**config.mk**
```make
export PLATFORM = sky130hd
export DESIGN_NAME = pifo_calendar
export DESIGN_NICKNAME = d
export VERILOG_FILES = /design/src/oq_pkg.sv /design/src/pifo_calendar.sv
export SDC_FILE = /design/constraint.sdc
export NUM_CORES = 1
export LEC_CHECK = 0
export BUFFER_PORTS_ARGS = -buffer_cell sky130_fd_sc_hd__buf_2
export CORE_MARGIN = 3
export CORE_UTILIZATION = 45
export DETAILED_ROUTE_END_ITERATION = 6
export REMOVE_ABC_BUFFERS = 1
export SYNTH_ARGS = -nofsm -noshare
export SYNTH_HDL_FRONTEND = slang
export SYNTH_SLANG_ARGS = --single-unit
```
**constraint.sdc**
```tcl
create_clock -name axis_aclk -period 19.2 [get_ports axis_aclk]
set_clock_uncertainty 0.05 [all_clocks]
set_input_delay 3.84 -clock axis_aclk [delete_from_list [all_inputs] [get_ports axis_aclk]]
set_output_delay 3.84 -clock axis_aclk [all_outputs]
set_load 0.005 [all_outputs]
```
**src/oq_pkg.sv**
```systemverilog
package oq_pkg;

    ////////////////////////////////////////////////////////////
    // sizes
    ////////////////////////////////////////////////////////////

    localparam int DATA_WIDTH         = 32;
    localparam int KEEP_WIDTH         = 4;
    localparam int BUF_DEPTH          = 64;
    localparam int BUF_ADDR_WIDTH     = 6;
    localparam int RANK_WIDTH         = 8;
    localparam int CAL_DEPTH          = 16;
    localparam int CAL_COUNT_WIDTH    = 5;
    // almost full once fewer free words than this remain
    localparam int ALMOST_FULL_MARGIN = 8;

    localparam int BUF_WORD_WIDTH = DATA_WIDTH + KEEP_WIDTH + 1 + BUF_ADDR_WIDTH;

    // stored word layout, msb first: data, keep, last, next address
    localparam int WORD_NEXT_LSB = 0;
    localparam int WORD_LAST_BIT = WORD_NEXT_LSB + BUF_ADDR_WIDTH;
    localparam int WORD_KEEP_LSB = WORD_LAST_BIT + 1;
    localparam int WORD_DATA_LSB = WORD_KEEP_LSB + KEEP_WIDTH;

    ////////////////////////////////////////////////////////////
    // types
    ////////////////////////////////////////////////////////////

    typedef logic [BUF_ADDR_WIDTH-1:0] buf_addr_t;
    typedef logic [RANK_WIDTH-1:0]     rank_t;
    typedef logic [DATA_WIDTH-1:0]     data_t;
    typedef logic [KEEP_WIDTH-1:0]     keep_t;
    typedef logic [BUF_ADDR_WIDTH:0]   buf_count_t;
    typedef logic [BUF_WORD_WIDTH-1:0] buf_word_t;

    typedef enum logic [1:0]
    {
        DEQ_IDLE,
        DEQ_REQ,
        DEQ_WAIT,
        DEQ_SEND
    } deq_state_t;

endpackage

```
**src/pifo_calendar.sv**
```systemverilog
`timescale 1ns/1ns

module pifo_calendar
(
    input  logic              axis_aclk,
    input  logic              axis_resetn,
    input  logic              insert_en,
    input  oq_pkg::rank_t     insert_rank,
    input  oq_pkg::buf_addr_t insert_addr,
    input  logic              pop_en,
    output logic              top_valid,
    output oq_pkg::buf_addr_t top_addr,
    output logic              full
);
    import oq_pkg::*;

    rank_t     rank_q   [CAL_DEPTH];
    buf_addr_t addr_q   [CAL_DEPTH];
    rank_t     rank_mid [CAL_DEPTH];
    buf_addr_t addr_mid [CAL_DEPTH];
    rank_t     rank_nxt [CAL_DEPTH];
    buf_addr_t addr_nxt [CAL_DEPTH];

    logic [CAL_COUNT_WIDTH-1:0] count;
    logic [CAL_COUNT_WIDTH-1:0] count_mid;
    logic [CAL_COUNT_WIDTH-1:0] pos;
    logic                       do_pop;
    logic                       do_ins;

    assign top_valid = count != '0;
    assign full      = count == CAL_COUNT_WIDTH'(CAL_DEPTH);
    assign top_addr  = addr_q[0];

    assign do_pop    = pop_en && top_valid;
    assign count_mid = count - CAL_COUNT_WIDTH'(do_pop);
    assign do_ins    = insert_en && (count_mid < CAL_COUNT_WIDTH'(CAL_DEPTH));

    ////////////////////////////////////////////////////////////
    // pop first, shifting the rest towards the head
    ////////////////////////////////////////////////////////////
    always_comb
    begin
        for (int i = 0; i < CAL_DEPTH - 1; i++)
        begin
            rank_mid[i] = do_pop ? rank_q[i + 1] : rank_q[i];
            addr_mid[i] = do_pop ? addr_q[i + 1] : addr_q[i];
        end
        rank_mid[CAL_DEPTH-1] = rank_q[CAL_DEPTH-1];
        addr_mid[CAL_DEPTH-1] = addr_q[CAL_DEPTH-1];
    end

    ////////////////////////////////////////////////////////////
    // then insert behind every entry of lower or equal rank
    ////////////////////////////////////////////////////////////
    always_comb
    begin
        pos = '0;
        for (int i = 0; i < CAL_DEPTH; i++)
        begin
            if (i < count_mid && rank_mid[i] <= insert_rank)
            begin
                pos = pos + 1'b1;
            end
        end
        rank_nxt[0] = rank_mid[0];
        addr_nxt[0] = addr_mid[0];
        for (int i = 1; i < CAL_DEPTH; i++)
        begin
            rank_nxt[i] = (do_ins && i > pos) ? rank_mid[i - 1] : rank_mid[i];
            addr_nxt[i] = (do_ins && i > pos) ? addr_mid[i - 1] : addr_mid[i];
        end
        if (do_ins)
        begin
            rank_nxt[pos[CAL_COUNT_WIDTH-2:0]] = insert_rank;
            addr_nxt[pos[CAL_COUNT_WIDTH-2:0]] = insert_addr;
        end
    end

    always_ff @(posedge axis_aclk)
    begin
        if (!axis_resetn)
        begin
            count <= '0;
        end
        else
        begin
            count <= count_mid + CAL_COUNT_WIDTH'(do_ins);
        end
    end

    // entries beyond count are don't care
    always_ff @(posedge axis_aclk)
    begin
        rank_q <= rank_nxt;
        addr_q <= addr_nxt;
    end

endmodule

```
==> flow_summary.toml, run 1 <==
[status]
status = "finished, final reports clean"

[drt]
wirelength_um = 57300
vias_per_cell = 6.14
vias = 17200
drtIter0Drc = 1295
wl_per_cell_um = 20.5
ant_nets = 0
firstDrtPassIters = 5
drc_errors = 0

[logic_synthesis]
synth-edff-count = 0
synthDistinctLibCells = 91
synth_warnings = 0
ys_ff_latch = 229
syn_area_um2 = 17600
ys_seq_area_frac = 0.261
syn-instance-count = 2330
ys.flop_type = "dfxtp_1"
synthArstFlopShare = 0
syn_avg_cell_area_um2 = 7.54

[setup_path]
crit_buf_inv = 5
cp_max_fo = 80
timing.critical_path.arrival_ns = 18.38
crit_family = "adder cells"
cp_slowest_cell = "buf_4"
cp_data_required_time_ns = 19.56
cp-start-kind = "input port"
cp-end-kind = "register"
timing.critical_path.mode_cell = "ha_1"
startpoint = "pop_en"
slowest_delay_ns = 0.85
worstReg2RegStart = "count[2]"
path_class = "in -> reg"

[global_route]
grt_antenna_before_repair = 0
grt_pass1_vias = 17200
grt_usage = 0.268
grt_start_max_net_pins = 81
grt.overflow.total = 0
grt_pass1_wl_um = 91100

[cts]
cts.htree.levels = 1
cts_resized = 0
cts_tree = "done"
ctsHoldBuffers = 0
clkLatencyLatePin_ns = 0.56
cts_sinks = 229
cts_setup_buffers = 0
cts_max_path_buffers = 3
cts_root_buffer = "clkbuf_16"
clk_pin_slew_ns = 0.06
cts_buffers = 29

[worst_hold_path]
min_from = "addr_mid[2]"
hold_class = "reg -> reg"

[timing]
fin_crit_sh = 0.939
hold-worst-slack_ns = 0.485
maxSlewViolCount = 0
fin_tns_setup_ns = 0
tightest_slew_ns = 1.22
rsz0062_at_grt = "no"
report.final.hold_viol_count = 0
slew_headroom = 0.183
fin_crit_ns = 18.02
finalSetupViolCount = 0
clock.fmax_mhz = 55.5

[floorplanning]
die_x_um = 204
initial_core_util = 0.461
num_io_pins = 26
coreArea_um2 = 38100
dieArea_um2 = 41500
rows = 71
die-height_um = 204

[cells_and_area]
area_delta_synth_final_pct = 7.77
diodes = 0
layout-drive-gt1-share = 0.0979
final_nets = 2429

[place]
hpwl_um = 40000
io_buffer_count = 25
routabilityCongestion = 0.891

[flow_run]
cap_viol_max_count = 0
final timing paths:
check,to,slack [ns],cells past startpoint
worst max-delay path,rank_q[40],1.18,53
worst min-delay path,addr_mid[2],0.48,2
worst max register to register,rank_q[40],3.56,55
worst min register to register,addr_mid[2],0.48,2
per-layer routing:
metal | routed length [um] | vias to the layer above | GRT usage
met5 | 0 | - | 0
met4 | 1540 | 0 | 0.0787
met3 | 2790 | 105 | 0.0255
met2 | 27500 | 474 | 0.471
met1 | 25500 | 8339 | 0.349
li1 | - | 8258 | -
cell usage after synthesis (25+ instances only):
library cell	count	area, um^2
o31ai_1	50	375
nand3_1	31	155
o22ai_1	53	332
inv_1	85	319
nor3_1	107	536
nand2_1	576	2160
dfxtp_1	229	4580
buf_2	41	205
clkbuf_1	90	338
ha_1	147	1840
nand4_1	27	169
mux2i_1	69	691
a221oi_1	59	517
a21oi_1	143	716
nor2_1	156	586
a211oi_1	61	458
a221oi_2	33	495
o21ai_1	25	125
layout by cell type, fill, tap and decap left out, types with 27 or more instances in the layout:
| cell type | instances |
|---|---|
| o31ai_1 | 50 |
| nand2_1 | 575 |
| a211oi_1 | 61 |
| mux2i_1 | 69 |
| clkbuf_16 | 29 |
| nor2_1 | 154 |
| a21oi_1 | 143 |
| a221oi_2 | 33 |
| dfxtp_1 | 229 |
| a221oi_1 | 59 |
| nand4_1 | 27 |
| ha_1 | 147 |
| inv_1 | 85 |
| nand3_1 | 31 |
| o22ai_1 | 53 |
| nor3_1 | 106 |
| buf_4 | 37 |
per-stage QoR:
step / std cells / cell area [um^2] / setup slack, ns / utilization
floorplan: 2170 / 16800 / -3.35 / -
global placement: 2744 / 17900 / 1.26 / 0.470
detailed placement: 2744 / 17900 / 0.868 / 0.470
CTS: 2798 / 18900 / 1.39 / 0.497
global route: 2798 / 18900 / 0.274 / 0.497
finish: 2798 / 18900 / 1.18 / 0.497
worst reg2reg max path: cells and delay by family (launching register included):
kind            cells  cell delay, ns
fa+ha+maj          13            4.00
simple gates       16            3.39
compound gates     14            2.87
buf+inv             4            2.17
mux                 6            1.36
xor+xnor            2            1.12
flops               1            0.55
final cells by class:
type                       count  area [um^2]
clock buffer                  39          823
sequential                   229         4580
tap                          511          639
timing repair buffer          63          423
fill                        3830        19200
multi-input combinational   1852        11900
inverter                      89          339
clock inverter                15          210
cells by family (layout without fill, tap and decap cells):
kind of cell	count (synthesis)	count (layout)	share of synthesized area
compound gates	559	559	0.234
xor+xnor	51	51	0.0386
fa+ha+maj	147	147	0.105
buf+inv	249	206	0.0619
flops	229	229	0.261
mux	78	78	0.0461
simple gates	1017	1017	0.254
state kept, by name, indices dropped and copies added (netlist names):
signal	flops
rank_mid	8
addr_q	84
top_addr	6
rank_q	120
count	5
addr_mid	6
Power of run 1 is left out: the tool's default activity adds up to more than one toggle a clock period on the data nets, which glitch-free logic cannot reach.
==> inputs of run 2 (changes only) <==
--- a/config.mk
+++ b/config.mk
@@ -7,7 +7,7 @@
 export LEC_CHECK = 0
 export BUFFER_PORTS_ARGS = -buffer_cell sky130_fd_sc_hd__buf_2
 export CORE_MARGIN = 3
-export CORE_UTILIZATION = 45
+export CORE_UTILIZATION = 46
 export DETAILED_ROUTE_END_ITERATION = 6
 export REMOVE_ABC_BUFFERS = 1
 export SYNTH_ARGS = -nofsm -noshare
==> run 2 against run 1 <==
- core utilization increased by 1.3 points
- via count increased by 0.31%
- cell count decreased by 0.25%
- die area decreased by 2.1%
- global-route usage increased by 0.56 points
- critical path depth increased by 1
- critical endpoint is now addr_q[41]
==> flow_summary.toml, run 2 (synthesis gave the netlist of run 1 again) <==
[floorplanning]
die-height_um = 201
initial_core_util = 0.473
num_io_pins = 26
rows = 70
die_x_um = 201
dieArea_um2 = 40600
coreArea_um2 = 37100

[global_route]
grt_usage = 0.273
grt_pass1_wl_um = 91600
grt_pass1_vias = 17000
grt_antenna_before_repair = 0
grt.overflow.total = 0
grt_start_max_net_pins = 169

[cts]
cts_tree = "done"
cts_max_path_buffers = 3
ctsHoldBuffers = 0
cts.htree.levels = 1
cts_buffers = 29
cts_resized = 0
clk_pin_slew_ns = 0.06
clkLatencyLatePin_ns = 0.59
cts_setup_buffers = 0
cts_sinks = 229
cts_root_buffer = "clkbuf_16"

[timing]
tightest_slew_ns = 1.23
clock.fmax_mhz = 57.3
slew_headroom = 0.176
finalSetupViolCount = 0
fin_crit_sh = 0.909
rsz0062_at_grt = "no"
maxSlewViolCount = 0
report.final.hold_viol_count = 0
fin_tns_setup_ns = 0
fin_crit_ns = 17.46

[setup_path]
cp_max_fo = 86
cp_data_required_time_ns = 19.62
path_class = "in -> reg"
timing.critical_path.mode_cell = "ha_1"
cp_slowest_cell = "buf_4"
slowest_delay_ns = 0.89
startpoint = "pop_en"
worstReg2RegStart = "count[2]"
cp-start-kind = "input port"
cp-end-kind = "register"
timing.critical_path.arrival_ns = 17.88

[drt]
wl_per_cell_um = 20.5
ant_nets = 0
vias_per_cell = 6.17
firstDrtPassIters = 6
vias = 17200
drc_errors = 0
drtIter0Drc = 1584
wirelength_um = 57200

[cells_and_area]
largest_reg_flops = 120
area_delta_synth_final_pct = 7.67
design_area_um2 = 18900
reg_top3 = "rank_q x120, addr_q x84, rank_mid x8"
most-common-layout-cells = "575 x nand2_1, 229 x dfxtp_1, 154 x nor2_1, 147 x ha_1, 143 x a21oi_1"
finalNonFillerCells = 2791
final_common_cell = "nand2_1"
final_nets = 2428
regMostFlops = "rank_q"
regArea_um2 = 4580
multiInputGateArea_um2 = 11900
fill_cells = 3798
final_util = 0.510
layout-drive-gt1-share = 0.0971

[place]
hpwl_um = 39400
dp_cells = 2736
routabilityCongestion = 0.878
io_buffer_count = 25
place_area_um2 = 17900

[flow_run]
cap_viol_max_count = 0

[worst_hold_path]
hold_class = "reg -> reg"
min_from = "addr_mid[0]"

[status]
status = "finished, final reports clean"
run 2: worst paths after layout:
kind                 end  slack (ns)  cells past startpoint
max           addr_q[41]        1.74                     54
min          addr_mid[0]        0.48                      2
max reg2reg   addr_q[41]        4.16                     56
min reg2reg  addr_mid[0]        0.48                      2
run 2: per-layer routing:
metal / global-route usage / wire length, um / vias to the layer above
li1: - / - / 8253
met1: 0.363 / 25200 / 8323
met2: 0.465 / 27100 / 542
met3: 0.0335 / 3240 / 112
met4: 0.0850 / 1690 / 0
met5: 0 / 0 / -
run 2: area by class of cell:
cell class / instances / share of cell area
well taps: 504 / 0.0333
clock buffers: 42 / 0.0452
flip-flops and latches: 229 / 0.242
inverters: 89 / 0.0179
repair buffers: 62 / 0.0233
clock inverters: 12 / 0.00793
diodes: 1 / 0.000132
multi-input cells: 1852 / 0.630
run 2: per-stage QoR:
| step | hold slack [ns] | setup WS [ns] |
|---|---|---|
| finish | 0.484 | 1.74 |
| floorplan | 0.439 | -3.35 |
| detailed placement | 0.470 | 1.19 |
| CTS | 0.487 | 1.81 |
| global placement | 0.458 | 1.70 |
| global route | 0.510 | 0.594 |
run 2: worst max-delay path: cells and delay by family:
| kind | cells | cell delay (ns) |
|---|---|---|
| XOR/XNOR | 1 | 0.36 |
| buffers and inverters | 4 | 1.42 |
| AND/OR/NAND/NOR | 12 | 2.26 |
| adder cells (fa/ha/maj) | 13 | 3.97 |
| AO/OA/AOI/OAI | 16 | 3.54 |
| multiplexers | 8 | 2.33 |
Power of run 2 is left out for the same reason.
==> inputs of run 3 (changes only) <==
--- a/config.mk
+++ b/config.mk
@@ -7,7 +7,7 @@
 export LEC_CHECK = 0
 export BUFFER_PORTS_ARGS = -buffer_cell sky130_fd_sc_hd__buf_2
 export CORE_MARGIN = 3
-export CORE_UTILIZATION = 46
+export CORE_UTILIZATION = 40
 export DETAILED_ROUTE_END_ITERATION = 6
 export REMOVE_ABC_BUFFERS = 1
 export SYNTH_ARGS = -nofsm -noshare
==> run 3 against run 2 <==
- sequential share of layout area is 0.062 points lower
- critical path type unchanged
- largest cell class unchanged
- first-iteration DRC count decreased by 13%
- critical path depth up 9
- register-to-register slack worse by 0.42 ns
- core utilization is 7.1 points lower
- final area up 0.26%
- fmax down 2.2%
- via count fell by 0.17%
- flip-flop and latch count is the same
- die area up 15%
==> flow_summary.toml, run 3 (synthesis gave the netlist of run 1 again) <==
[floorplanning]
die_x_um = 216
dieArea_um2 = 46500
num_io_pins = 26
die-height_um = 216
coreArea_um2 = 43300
initial_core_util = 0.406
rows = 76

[global_route]
grt_pass1_wl_um = 90800
grt_pass1_vias = 17000
grt_usage = 0.235
grt_antenna_before_repair = 0
grt_start_max_net_pins = 102
grt.overflow.total = 0

[cts]
cts_setup_buffers = 0
cts_buffers = 29
clk_pin_slew_ns = 0.06
cts_root_buffer = "clkbuf_16"
cts_max_path_buffers = 3
clkLatencyLatePin_ns = 0.55
cts_sinks = 229
cts_resized = 0
cts.htree.levels = 1
ctsHoldBuffers = 0
cts_tree = "done"

[drt]
ant_nets = 0
drtIter0Drc = 1386
drc_errors = 0
vias_per_cell = 5.99
vias = 17200
wl_per_cell_um = 19.9
wirelength_um = 57000
firstDrtPassIters = 7

[setup_path]
cp_slowest_cell = "a21oi_1"
slowest_delay_ns = 1.02
cp-start-kind = "input port"
path_class = "in -> reg"
cp-end-kind = "register"
cp_data_required_time_ns = 19.49
crit_buf_inv = 4
cp_max_fo = 43
timing.critical_path.arrival_ns = 18.13
crit_family = "compound AO/OA/AOI/OAI gates"
timing.critical_path.mode_cell = "ha_1"

[timing]
hold-worst-slack_ns = 0.484
rsz0062_at_grt = "no"
fin_crit_ns = 17.84
slew_headroom = 0.178
fin_tns_setup_ns = 0
tightest_slew_ns = 1.23
clock.fmax_mhz = 56.0
report.final.hold_viol_count = 0
finalSetupViolCount = 0
fin_crit_sh = 0.929
maxSlewViolCount = 0

[place]
hpwl_um = 39700
io_buffer_count = 25
routabilityCongestion = 0.892
place_area_um2 = 18000

[cells_and_area]
regMostFlops = "rank_q"
largest_reg_flops = 120
reg_top3 = "rank_q x120, addr_q x84, rank_mid x8"
design_area_um2 = 19000
final_common_cell = "nand2_1"
diodes = 0
final_nets = 2433
area_delta_synth_final_pct = 7.94
multiInputGateArea_um2 = 11900
final_util = 0.438
regArea_um2 = 4580
layout-drive-gt1-share = 0.0967
most-common-layout-cells = "575 x nand2_1, 229 x dfxtp_1, 154 x nor2_1, 147 x ha_1, 143 x a21oi_1"
fill_cells = 4387

[status]
status = "finished, final reports clean"

[worst_hold_path]
hold_class = "reg -> reg"

[flow_run]
cap_viol_max_count = 0
[run 3: cell count changes in the layout (fill, tap and decap cells not counted)]
| cell | change |
|---|---|
| buf_12 | -2 |
| clkinv_2 | -3 |
| buf_4 | +7 |
| clkbuf_8 | -2 |
| diode_2 | -1 |
| inv_16 | -1 |
[run 3: worst paths after layout]
| check | start | to | slack [ns] | depth (start not counted) |
|---|---|---|---|---|
| hold reg to reg | addr_mid[0] | addr_mid[0] | 0.48 | 2 |
| hold / removal | addr_mid[0] | addr_mid[0] | 0.48 | 2 |
| setup reg to reg | count[2] | rank_q[75] | 3.74 | 65 |
| setup / recovery | pop_en | rank_q[75] | 1.36 | 63 |
[run 3: layout make-up]
| cell class | instances | share of cell area |
|---|---|---|
| repair buffers | 67 | 0.0239 |
| clock buffers | 40 | 0.0436 |
| clock inverters | 8 | 0.00607 |
| inverters | 89 | 0.0179 |
| flip-flops and latches | 229 | 0.242 |
| multi-input cells | 1852 | 0.628 |
| well taps | 585 | 0.0386 |
[run 3: worst reg2reg max path: cells and delay by family (launching register included)]
kind	cells	cell delay [ns]
adders and majority gates	15	4.42
muxes	8	2.30
and+or+nand+nor	15	1.94
AOI/OAI and AO/OA	24	5.34
buffers and inverters	3	0.64
DFF	1	0.57
[run 3: metrics by stage]
| stage | std cells | setup slack [ns] |
|---|---|---|
| after floorplan | 2170 | -3.35 |
| after global placement | 2822 | 1.66 |
| after detailed placement | 2822 | 1.09 |
| after CTS | 2870 | 1.62 |
| after global routing | 2870 | 0.446 |
| final | 2870 | 1.36 |
[run 3: metal layers]
layer | GRT usage | part of all wire | vias to the layer above
li1 | - | - | 8247
met1 | 0.311 | 0.45 | 8355
met2 | 0.409 | 0.48 | 486
met3 | 0.0222 | 0.051 | 113
met4 | 0.0643 | 0.026 | 0
met5 | 0 | 0 | -
Power of run 3 is left out for the same reason.
